[src/verilog/pitch_pkg.sv]
package pitch_pkg;

    // ----------------------------------------
    // Types
    // ----------------------------------------

    typedef logic [15:0] sample_t;     // Unsigned audio sample
    typedef logic [9:0]  period_t;     // Period in samples, saturating
    typedef logic [3:0]  note_t;       // Pitch class index

    localparam int NUM_NOTES      = 12;
    localparam int NUM_OCTAVES    = 3;   // Octaves 4, 5 and 6
    localparam int NUM_WINDOWS    = NUM_NOTES * NUM_OCTAVES;
    localparam int STABLE_PERIODS = 4;

    // Run length of one repeated note, up to STABLE_PERIODS
    typedef logic [$clog2(STABLE_PERIODS + 1) - 1:0] run_count_t;

    localparam note_t NOTE_C    = 4'd0;
    localparam note_t NOTE_DS   = 4'd3;
    localparam note_t NOTE_E    = 4'd4;
    localparam note_t NOTE_G    = 4'd7;
    localparam note_t NOTE_NONE = 4'd12;

    localparam sample_t     CROSS_LEVEL    = 16'h8000;
    localparam int unsigned SAMPLE_RATE_HZ = 48000;
    localparam period_t     PERIOD_MAX     = '1;

    // ----------------------------------------
    // Pitch windows
    // ----------------------------------------

    // Octave 4 in hundredths of a hertz, C first
    localparam int unsigned FREQ_100_OCT4 [NUM_NOTES] = '{
        26163, 27718, 29366, 31113, 32963, 34923,
        36999, 39200, 41530, 44000, 46616, 49388
    };

    typedef period_t window_table_t [NUM_WINDOWS];

    // Nominal period is SAMPLE_RATE_HZ * 100 / freq_100, so scaling it by
    // percent / 100 leaves SAMPLE_RATE_HZ * percent / freq_100.
    // Entry index is octave * 12 + pitch class, octave 4 first.
    function automatic window_table_t build_windows(input int unsigned percent);
        window_table_t bounds;
        int unsigned   freq_100;

        for (int oct = 0; oct < NUM_OCTAVES; oct++)
        begin
            for (int n = 0; n < NUM_NOTES; n++)
            begin
                freq_100 = FREQ_100_OCT4[n] << oct;   // One octave up doubles it
                bounds[oct * NUM_NOTES + n] =
                    period_t'(SAMPLE_RATE_HZ * percent / freq_100);
            end
        end
        return bounds;
    endfunction

    localparam window_table_t PERIOD_LOW  = build_windows(97);
    localparam window_table_t PERIOD_HIGH = build_windows(103);

endpackage

[src/verilog/display_pkg.sv]
package display_pkg;

    // ----------------------------------------
    // Chord tracking
    // ----------------------------------------

    typedef enum logic [1:0]
    {
        CHORD_NONE    = 2'd0,
        CHORD_C_MAJOR = 2'd1,
        CHORD_C_MINOR = 2'd2
    } chord_t;

    typedef enum logic [2:0]
    {
        WAIT_C       = 3'd0,
        WAIT_THIRD   = 3'd1,   // E for major, D# for minor
        WAIT_G_MAJOR = 3'd2,
        WAIT_G_MINOR = 3'd3,
        C_MAJOR      = 3'd4,
        C_MINOR      = 3'd5
    } tracker_state_t;

    // ----------------------------------------
    // Seven-segment, abcdefgh, active low
    // ----------------------------------------

    typedef logic [7:0] segments_t;

    localparam segments_t SEG_BLANK = 8'b1111_1111;

    // Sharps reuse the letter with the dot lit
    localparam segments_t SEG_TABLE [12] = '{
        8'b0110_0011, 8'b0110_0010,   // C  C#
        8'b1000_0101, 8'b1000_0100,   // D  D#
        8'b0110_0001,                 // E
        8'b0111_0001, 8'b0111_0000,   // F  F#
        8'b0100_0011, 8'b0100_0010,   // G  G#
        8'b0001_0001, 8'b0001_0000,   // A  A#
        8'b1100_0001                  // B
    };

endpackage

[src/verilog/period_meter.sv]
`timescale 1ns/100ps

module period_meter
(
    input  logic               clk,
    input  logic               reset,
    input  pitch_pkg::sample_t sample,
    input  logic               sample_valid,
    output pitch_pkg::period_t period,
    output logic               period_valid
);

    import pitch_pkg::*;

    sample_t prev_sample;   // Last valid sample
    period_t count;         // Valid samples since last crossing
    logic    armed;         // First crossing seen
    logic    crossing;

    // Upward crossing of the fixed level
    assign crossing = sample_valid
                   && sample > CROSS_LEVEL
                   && prev_sample < CROSS_LEVEL;

    always_ff @(posedge clk or posedge reset)
    begin
        if (reset)
        begin
            prev_sample  <= CROSS_LEVEL;   // Neither below nor above
            count        <= '0;
            armed        <= 1'b0;
            period_valid <= 1'b0;
        end
        else
        begin
            period_valid <= crossing && armed;

            if (sample_valid)
            begin
                prev_sample <= sample;

                if (crossing)
                begin
                    count <= period_t'(1);   // Crossing sample opens the next period
                    armed <= 1'b1;
                end
                else if (count != PERIOD_MAX)
                    count <= count + 1'b1;
            end
        end
    end

    always_ff @(posedge clk)
        if (crossing)
            period <= count;

    // The first crossing only starts the count
    assert property (@(posedge clk) disable iff (reset) period_valid |-> period != '0)
        else $error("period_valid raised with a zero period");

endmodule

[src/verilog/note_decoder.sv]
`timescale 1ns/100ps

module note_decoder
(
    input  logic               clk,
    input  logic               reset,
    input  pitch_pkg::period_t period,
    input  logic               period_valid,
    output pitch_pkg::note_t   note,
    output logic               note_valid
);

    import pitch_pkg::*;

    logic [NUM_WINDOWS - 1:0] window_hit;   // One per note and octave
    logic [NUM_NOTES - 1:0]   class_hit;    // Octaves folded
    note_t                    match_note;

    always_comb
    begin
        for (int i = 0; i < NUM_WINDOWS; i++)
            window_hit[i] = period > PERIOD_LOW[i] && period < PERIOD_HIGH[i];
    end

    // ----------------------------------------
    // Fold octaves onto the pitch class
    // ----------------------------------------

    always_comb
    begin
        class_hit  = '0;
        match_note = NOTE_NONE;

        for (int n = 0; n < NUM_NOTES; n++)
        begin
            for (int oct = 0; oct < NUM_OCTAVES; oct++)
                class_hit[n] = class_hit[n] | window_hit[oct * NUM_NOTES + n];

            if (class_hit[n])
                match_note = note_t'(n);
        end
    end

    always_ff @(posedge clk or posedge reset)
    begin
        if (reset)
            note_valid <= 1'b0;
        else
            note_valid <= period_valid;
    end

    always_ff @(posedge clk)
        if (period_valid)
            note <= match_note;

    // Windows of the package tables must be disjoint
    assert property (@(posedge clk) disable iff (reset) period_valid |-> $onehot0(class_hit))
        else $error("period %0d matches more than one pitch class", period);

endmodule

[src/verilog/chord_tracker.sv]
`timescale 1ns/100ps

module chord_tracker
(
    input  logic                clk,
    input  logic                reset,
    input  pitch_pkg::note_t    note,
    input  logic                note_valid,
    output pitch_pkg::note_t    stable_note,
    output display_pkg::chord_t chord
);

    import pitch_pkg::*;
    import display_pkg::*;

    note_t          last_note;
    run_count_t     run_count;        // Equal pulses in a row
    logic           same_note;
    logic           promote;
    logic           stable_changed;   // Pulse one cycle after stable_note moves
    tracker_state_t state;
    tracker_state_t next_state;

    assign same_note = note == last_note;

    // Fires on exactly the STABLE_PERIODS-th equal period
    assign promote = note_valid && same_note
                  && run_count == run_count_t'(STABLE_PERIODS - 1)
                  && note != stable_note;

    // ----------------------------------------
    // Stability filter
    // ----------------------------------------

    always_ff @(posedge clk or posedge reset)
    begin
        if (reset)
        begin
            last_note      <= NOTE_NONE;
            run_count      <= '0;
            stable_note    <= NOTE_NONE;
            stable_changed <= 1'b0;
        end
        else
        begin
            stable_changed <= promote;

            if (promote)
                stable_note <= note;

            if (note_valid)
            begin
                if (!same_note)
                begin
                    last_note <= note;
                    run_count <= run_count_t'(1);
                end
                else if (run_count != run_count_t'(STABLE_PERIODS))
                    run_count <= run_count + 1'b1;   // Saturates
            end
        end
    end

    // ----------------------------------------
    // Triad FSM
    // ----------------------------------------

    always_comb
    begin
        next_state = state;

        if (stable_changed)
        begin
            case (state)
                WAIT_C:
                    if (stable_note == NOTE_C)
                        next_state = WAIT_THIRD;
                WAIT_THIRD:
                    if (stable_note == NOTE_E)
                        next_state = WAIT_G_MAJOR;
                    else if (stable_note == NOTE_DS)
                        next_state = WAIT_G_MINOR;
                WAIT_G_MAJOR:
                    if (stable_note == NOTE_G)
                        next_state = C_MAJOR;
                WAIT_G_MINOR:
                    if (stable_note == NOTE_G)
                        next_state = C_MINOR;
                C_MAJOR, C_MINOR:
                    if (stable_note == NOTE_C)
                        next_state = WAIT_THIRD;   // New root starts over
                default:
                    next_state = WAIT_C;
            endcase
        end
    end

    always_ff @(posedge clk or posedge reset)
    begin
        if (reset)
            state <= WAIT_C;
        else
            state <= next_state;
    end

    always_comb
    begin
        case (state)
            C_MAJOR: chord = CHORD_C_MAJOR;
            C_MINOR: chord = CHORD_C_MINOR;
            default: chord = CHORD_NONE;
        endcase
    end

    assert property (@(posedge clk) disable iff (reset)
        state inside {WAIT_C, WAIT_THIRD, WAIT_G_MAJOR, WAIT_G_MINOR, C_MAJOR, C_MINOR})
        else $error("chord tracker in illegal state %0d", state);

endmodule

[src/verilog/note_display.sv]
`timescale 1ns/100ps

module note_display
(
    input  logic                   clk,
    input  logic                   reset,
    input  pitch_pkg::note_t       stable_note,
    output display_pkg::segments_t abcdefgh
);

    import pitch_pkg::*;
    import display_pkg::*;

    //    --a--
    //   f     b
    //    --g--
    //   e     c
    //    --d--  h

    // Registered so the pins never glitch
    always_ff @(posedge clk or posedge reset)
    begin
        if (reset)
            abcdefgh <= SEG_BLANK;
        else if (stable_note < NOTE_NONE)
            abcdefgh <= SEG_TABLE[stable_note];
        else
            abcdefgh <= SEG_BLANK;   // No note, all segments off
    end

endmodule

[src/verilog/note_recognizer_top.sv]
`timescale 1ns/100ps

module note_recognizer_top
(
    input  logic                   clk,
    input  logic                   reset,
    input  pitch_pkg::sample_t     sample,
    input  logic                   sample_valid,
    output pitch_pkg::note_t       stable_note,
    output display_pkg::chord_t    chord,
    output display_pkg::segments_t abcdefgh
);

    import pitch_pkg::*;

    period_t period;
    logic    period_valid;
    note_t   note;
    logic    note_valid;

    // ----------------------------------------
    // Decode
    // ----------------------------------------

    period_meter u_period_meter
    (
        .clk          ( clk          ),
        .reset        ( reset        ),
        .sample       ( sample       ),
        .sample_valid ( sample_valid ),
        .period       ( period       ),
        .period_valid ( period_valid )
    );

    note_decoder u_note_decoder
    (
        .clk          ( clk          ),
        .reset        ( reset        ),
        .period       ( period       ),
        .period_valid ( period_valid ),
        .note         ( note         ),
        .note_valid   ( note_valid   )
    );

    // ----------------------------------------
    // Execute and result
    // ----------------------------------------

    chord_tracker u_chord_tracker
    (
        .clk         ( clk         ),
        .reset       ( reset       ),
        .note        ( note        ),
        .note_valid  ( note_valid  ),
        .stable_note ( stable_note ),
        .chord       ( chord       )
    );

    note_display u_note_display
    (
        .clk         ( clk         ),
        .reset       ( reset       ),
        .stable_note ( stable_note ),
        .abcdefgh    ( abcdefgh    )
    );

endmodule

[config.mk]
export PLATFORM = sky130hd
export DESIGN_NAME = note_recognizer_top
export DESIGN_NICKNAME = d
export VERILOG_FILES = /design/src/verilog/pitch_pkg.sv /design/src/verilog/display_pkg.sv /design/src/verilog/period_meter.sv /design/src/verilog/note_decoder.sv /design/src/verilog/chord_tracker.sv /design/src/verilog/note_display.sv /design/src/verilog/note_recognizer_top.sv
export SDC_FILE = /design/constraint.sdc
export NUM_CORES = 1
export LEC_CHECK = 0
export CORE_ASPECT_RATIO = 1.75
export CORE_MARGIN = 2
export CORE_UTILIZATION = 30
export DETAILED_ROUTE_END_ITERATION = 12
export DONT_BUFFER_PORTS = 1
export GPL_TIMING_DRIVEN = 0
export HOLD_SLACK_MARGIN = 0.08
export PLACE_DENSITY = 0.5
export SLEW_MARGIN = 10
export SYNTH_ARGS = -nofsm -noshare
export SYNTH_HDL_FRONTEND = slang
export SYNTH_SLANG_ARGS = --single-unit
[constraint.sdc]
create_clock -name clk -period 3.7 [get_ports clk]
set_input_delay 0.925 -clock clk [delete_from_list [all_inputs] [get_ports clk]]
set_output_delay 0.925 -clock clk [all_outputs]
set_load 0.01 [all_outputs]
==> flow_metrics.tcl <==
set metrics [dict create \
    status "finished clean" \
    start_kind "flop" \
    worst_slack_ns 0.982 \
    hpwl_um 6160 \
    h-tree-depth 2 \
    cts_tree "done" \
    gr-total-overflow 0 \
    hold_ws_ns 0.468 \
    ant_nets 0 \
    leakage_nw 1.28 \
    ioPinCount 33 \
    clkSinkCount 51 \
    initial_utilization 0.308 \
    vias_per_cell 5.47 \
    swShare 0.266 \
    area_growth_pct 11.3 \
    clock_latency_ns 0.29 \
    rows 48 \
    slew_violations 0 \
    place_ws_ns 1.04 \
    syn_area_per_cell_sq_um 9.41 \
    power_density_nw_per_um2 429 \
    seqPwrFrac 0.480 \
    place.gp.congestion 1.01 \
    cpPeakStageDelay_ns 0.52 \
    reg2reg_slack_ns 0.98 \
    cts_hold_buf 0 \
    r2r_cells 6 \
    die_h_um 137 \
    yosysUniqueCellTypes 63 \
    cp-end-kind "flop" \
    critical_path_class "reg -> reg" \
    critPathRequiredTime_ns 3.73 \
    layout.nets 356 \
    cts_resized 0 \
    synthFlopType "dfrtp_1" \
    dp.cells 447 \
    switchingPower_mw 0.384 \
    numCtsBuffers 5 \
    seq_area_sq_um 1360 \
    synth_area_sq_um 3030 \
    tightest_slew_ns 0.965 \
    multiInputGateArea_sq_um 1550 \
    cp.buffers_inverters 3 \
    via_count 2488 \
    slew_headroom 0.352 \
    finalHoldViolations 0 \
    async_flop_share 0.725 \
    comb_power_share 0.149 \
    layout.cells.non_filler 455 \
    yosysWarningCount 0 \
    clk_pin_slew_ns 0.07 \
    cpMaxStageDelayCell "or4_1" \
    final.setup.tns_ns 0 \
    period_share 0.735 \
    synth_cells 322 \
    rsz0062_at_grt "false" \
    clockPowerShare 0.371 \
    synth-edff-count 14 \
    cp_common_cell "clkbuf_1" \
    die_w_um 80.0 \
    peakVddDrop_uv 219 \
    worst-path-stages 6 \
    grt_pass1_wl_um 12600 \
    io_buffers 0 \
    firstDrtPassIters 4 \
    wl_per_cell_um 17.8 \
    drt_iter0_drc 147 \
    grt_antenna_before_repair 0 \
    wirelength_um 8100 \
    core_area_sq_um 9850 \
    fin_crit_ns 2.72 \
    syn_nets 349 \
    maxCapViolations 0 \
    total_power_mw 1.45 \
    fillCellCount 1026 \
    clock_path_buffers 2 \
    crit_path_cell_trace "clkbuf_1, clkbuf_1, clkbuf_1, xnor2_1, o311ai_1, or4_1" \
    n_antenna_cell 0 \
    setup_viol 0 \
    hp-class "reg -> reg" \
    final_cell_mix "nand2_1, dfrtp_1, nor2_1" \
    grt_max_degree 38 \
    die-area_sq_um 11000 \
    grt_pass1_vias 2506 \
    cts-root-buf "clkbuf_16" \
    arrival_ns 2.75 \
    post-cts-setup-buffers 0 \
    drive_above_1_share 0.109 \
    hold_depth 1 \
    internal_power_mw 1.06 \
    synth-seq-cells 51 \
    track_usage 0.153 \
    synth_seq_area_share 0.450 \
    max_freq_mhz 368 \
    clock_skew_ns 0.00280 \
    cp_max_fo 10 \
    drc 0 \
    cp_top_family "buffers and inverters" \
]
-- kinds of logic after synthesis --
logic type,share of synthesized area
compound gates,0.165
xor+xnor,0.0434
fa+ha+maj,0.0363
simple gates,0.236
buf+inv,0.0413
mux,0.0285
flops,0.450
-- cells in the mapped netlist (6+ instances only) --
master / number / share of area
a31oi_1: 6 / 0.012
ha_1: 8 / 0.033
nand2_1: 24 / 0.030
edfxtp_1: 14 / 0.14
dfrtp_1: 24 / 0.20
nor2_1: 23 / 0.028
nand4_1: 7 / 0.014
nor3_1: 13 / 0.021
o21ai_0: 18 / 0.030
dfstp_2: 13 / 0.11
a21oi_1: 19 / 0.031
nand2b_1: 7 / 0.014
inv_1: 13 / 0.016
clkbuf_1: 11 / 0.014
nor2b_1: 12 / 0.025
nand3_1: 14 / 0.023
nor4_1: 7 / 0.014
xor2_1: 11 / 0.032
-- worst paths after layout --
path	from	to
max in group asynchronous	reset	u_chord_tracker.run_count[0]
worst min-delay path	u_period_meter.armed	u_period_meter.armed
worst max-delay path	u_period_meter.period[3]	u_note_decoder.note[0]
worst max register to register	u_period_meter.period[3]	u_note_decoder.note[0]
worst min register to register	u_period_meter.armed	u_period_meter.armed
min in group asynchronous	reset	u_period_meter.count[0]
-- per-layer routing --
layer / share of wire / vias up / track usage / wire [um]
li1: - / 1198 / - / -
met1: 0.34 / 1157 / 0.139 / 2750
met2: 0.55 / 89 / 0.297 / 4490
met3: 0.037 / 44 / 0.0257 / 302
met4: 0.070 / 0 / 0.103 / 568
met5: 0 / - / 0 / 0
-- power groups by stage --
stage	Clock (mW)	Combinational, mW	Sequential [mW]
after floorplan	0	0.162	0.692
after global placement	0	0.212	0.704
after detailed placement	0	0.215	0.706
after CTS	0.550	0.216	0.695
after global routing	0.573	0.242	0.703
final	0.536	0.216	0.694
-- stage by stage --
stage | utilization | cell area, sq um
after floorplan | - | 3030
after global placement | 0.324 | 3190
after detailed placement | 0.324 | 3190
after CTS | 0.342 | 3370
after global routing | 0.342 | 3370
final | 0.342 | 3370
-- state kept, by name, indices dropped and copies added, names as in the netlist --
signal / flops
u_period_meter.prev_sample: 1
u_chord_tracker.last_note: 4
u_chord_tracker.run_count: 3
u_period_meter.period: 10
u_period_meter.count: 10
u_chord_tracker.stable_note: 4
u_chord_tracker.stable_changed: 1
u_chord_tracker.state: 3
u_note_decoder.note: 4
u_period_meter.period_valid: 1
u_note_decoder.note_valid: 1
u_note_display.abcdefgh: 8
u_period_meter.armed: 1
-- area by class of cell --
| type | count | area share |
|---|---|---|
| buffer | 17 | 0.0226 |
| sequential | 51 | 0.404 |
| inverter | 13 | 0.0145 |
| multi-input combinational | 241 | 0.459 |
| tap | 125 | 0.0464 |
| clock buffer | 8 | 0.0531 |
(Power assumes the default switching activity.)
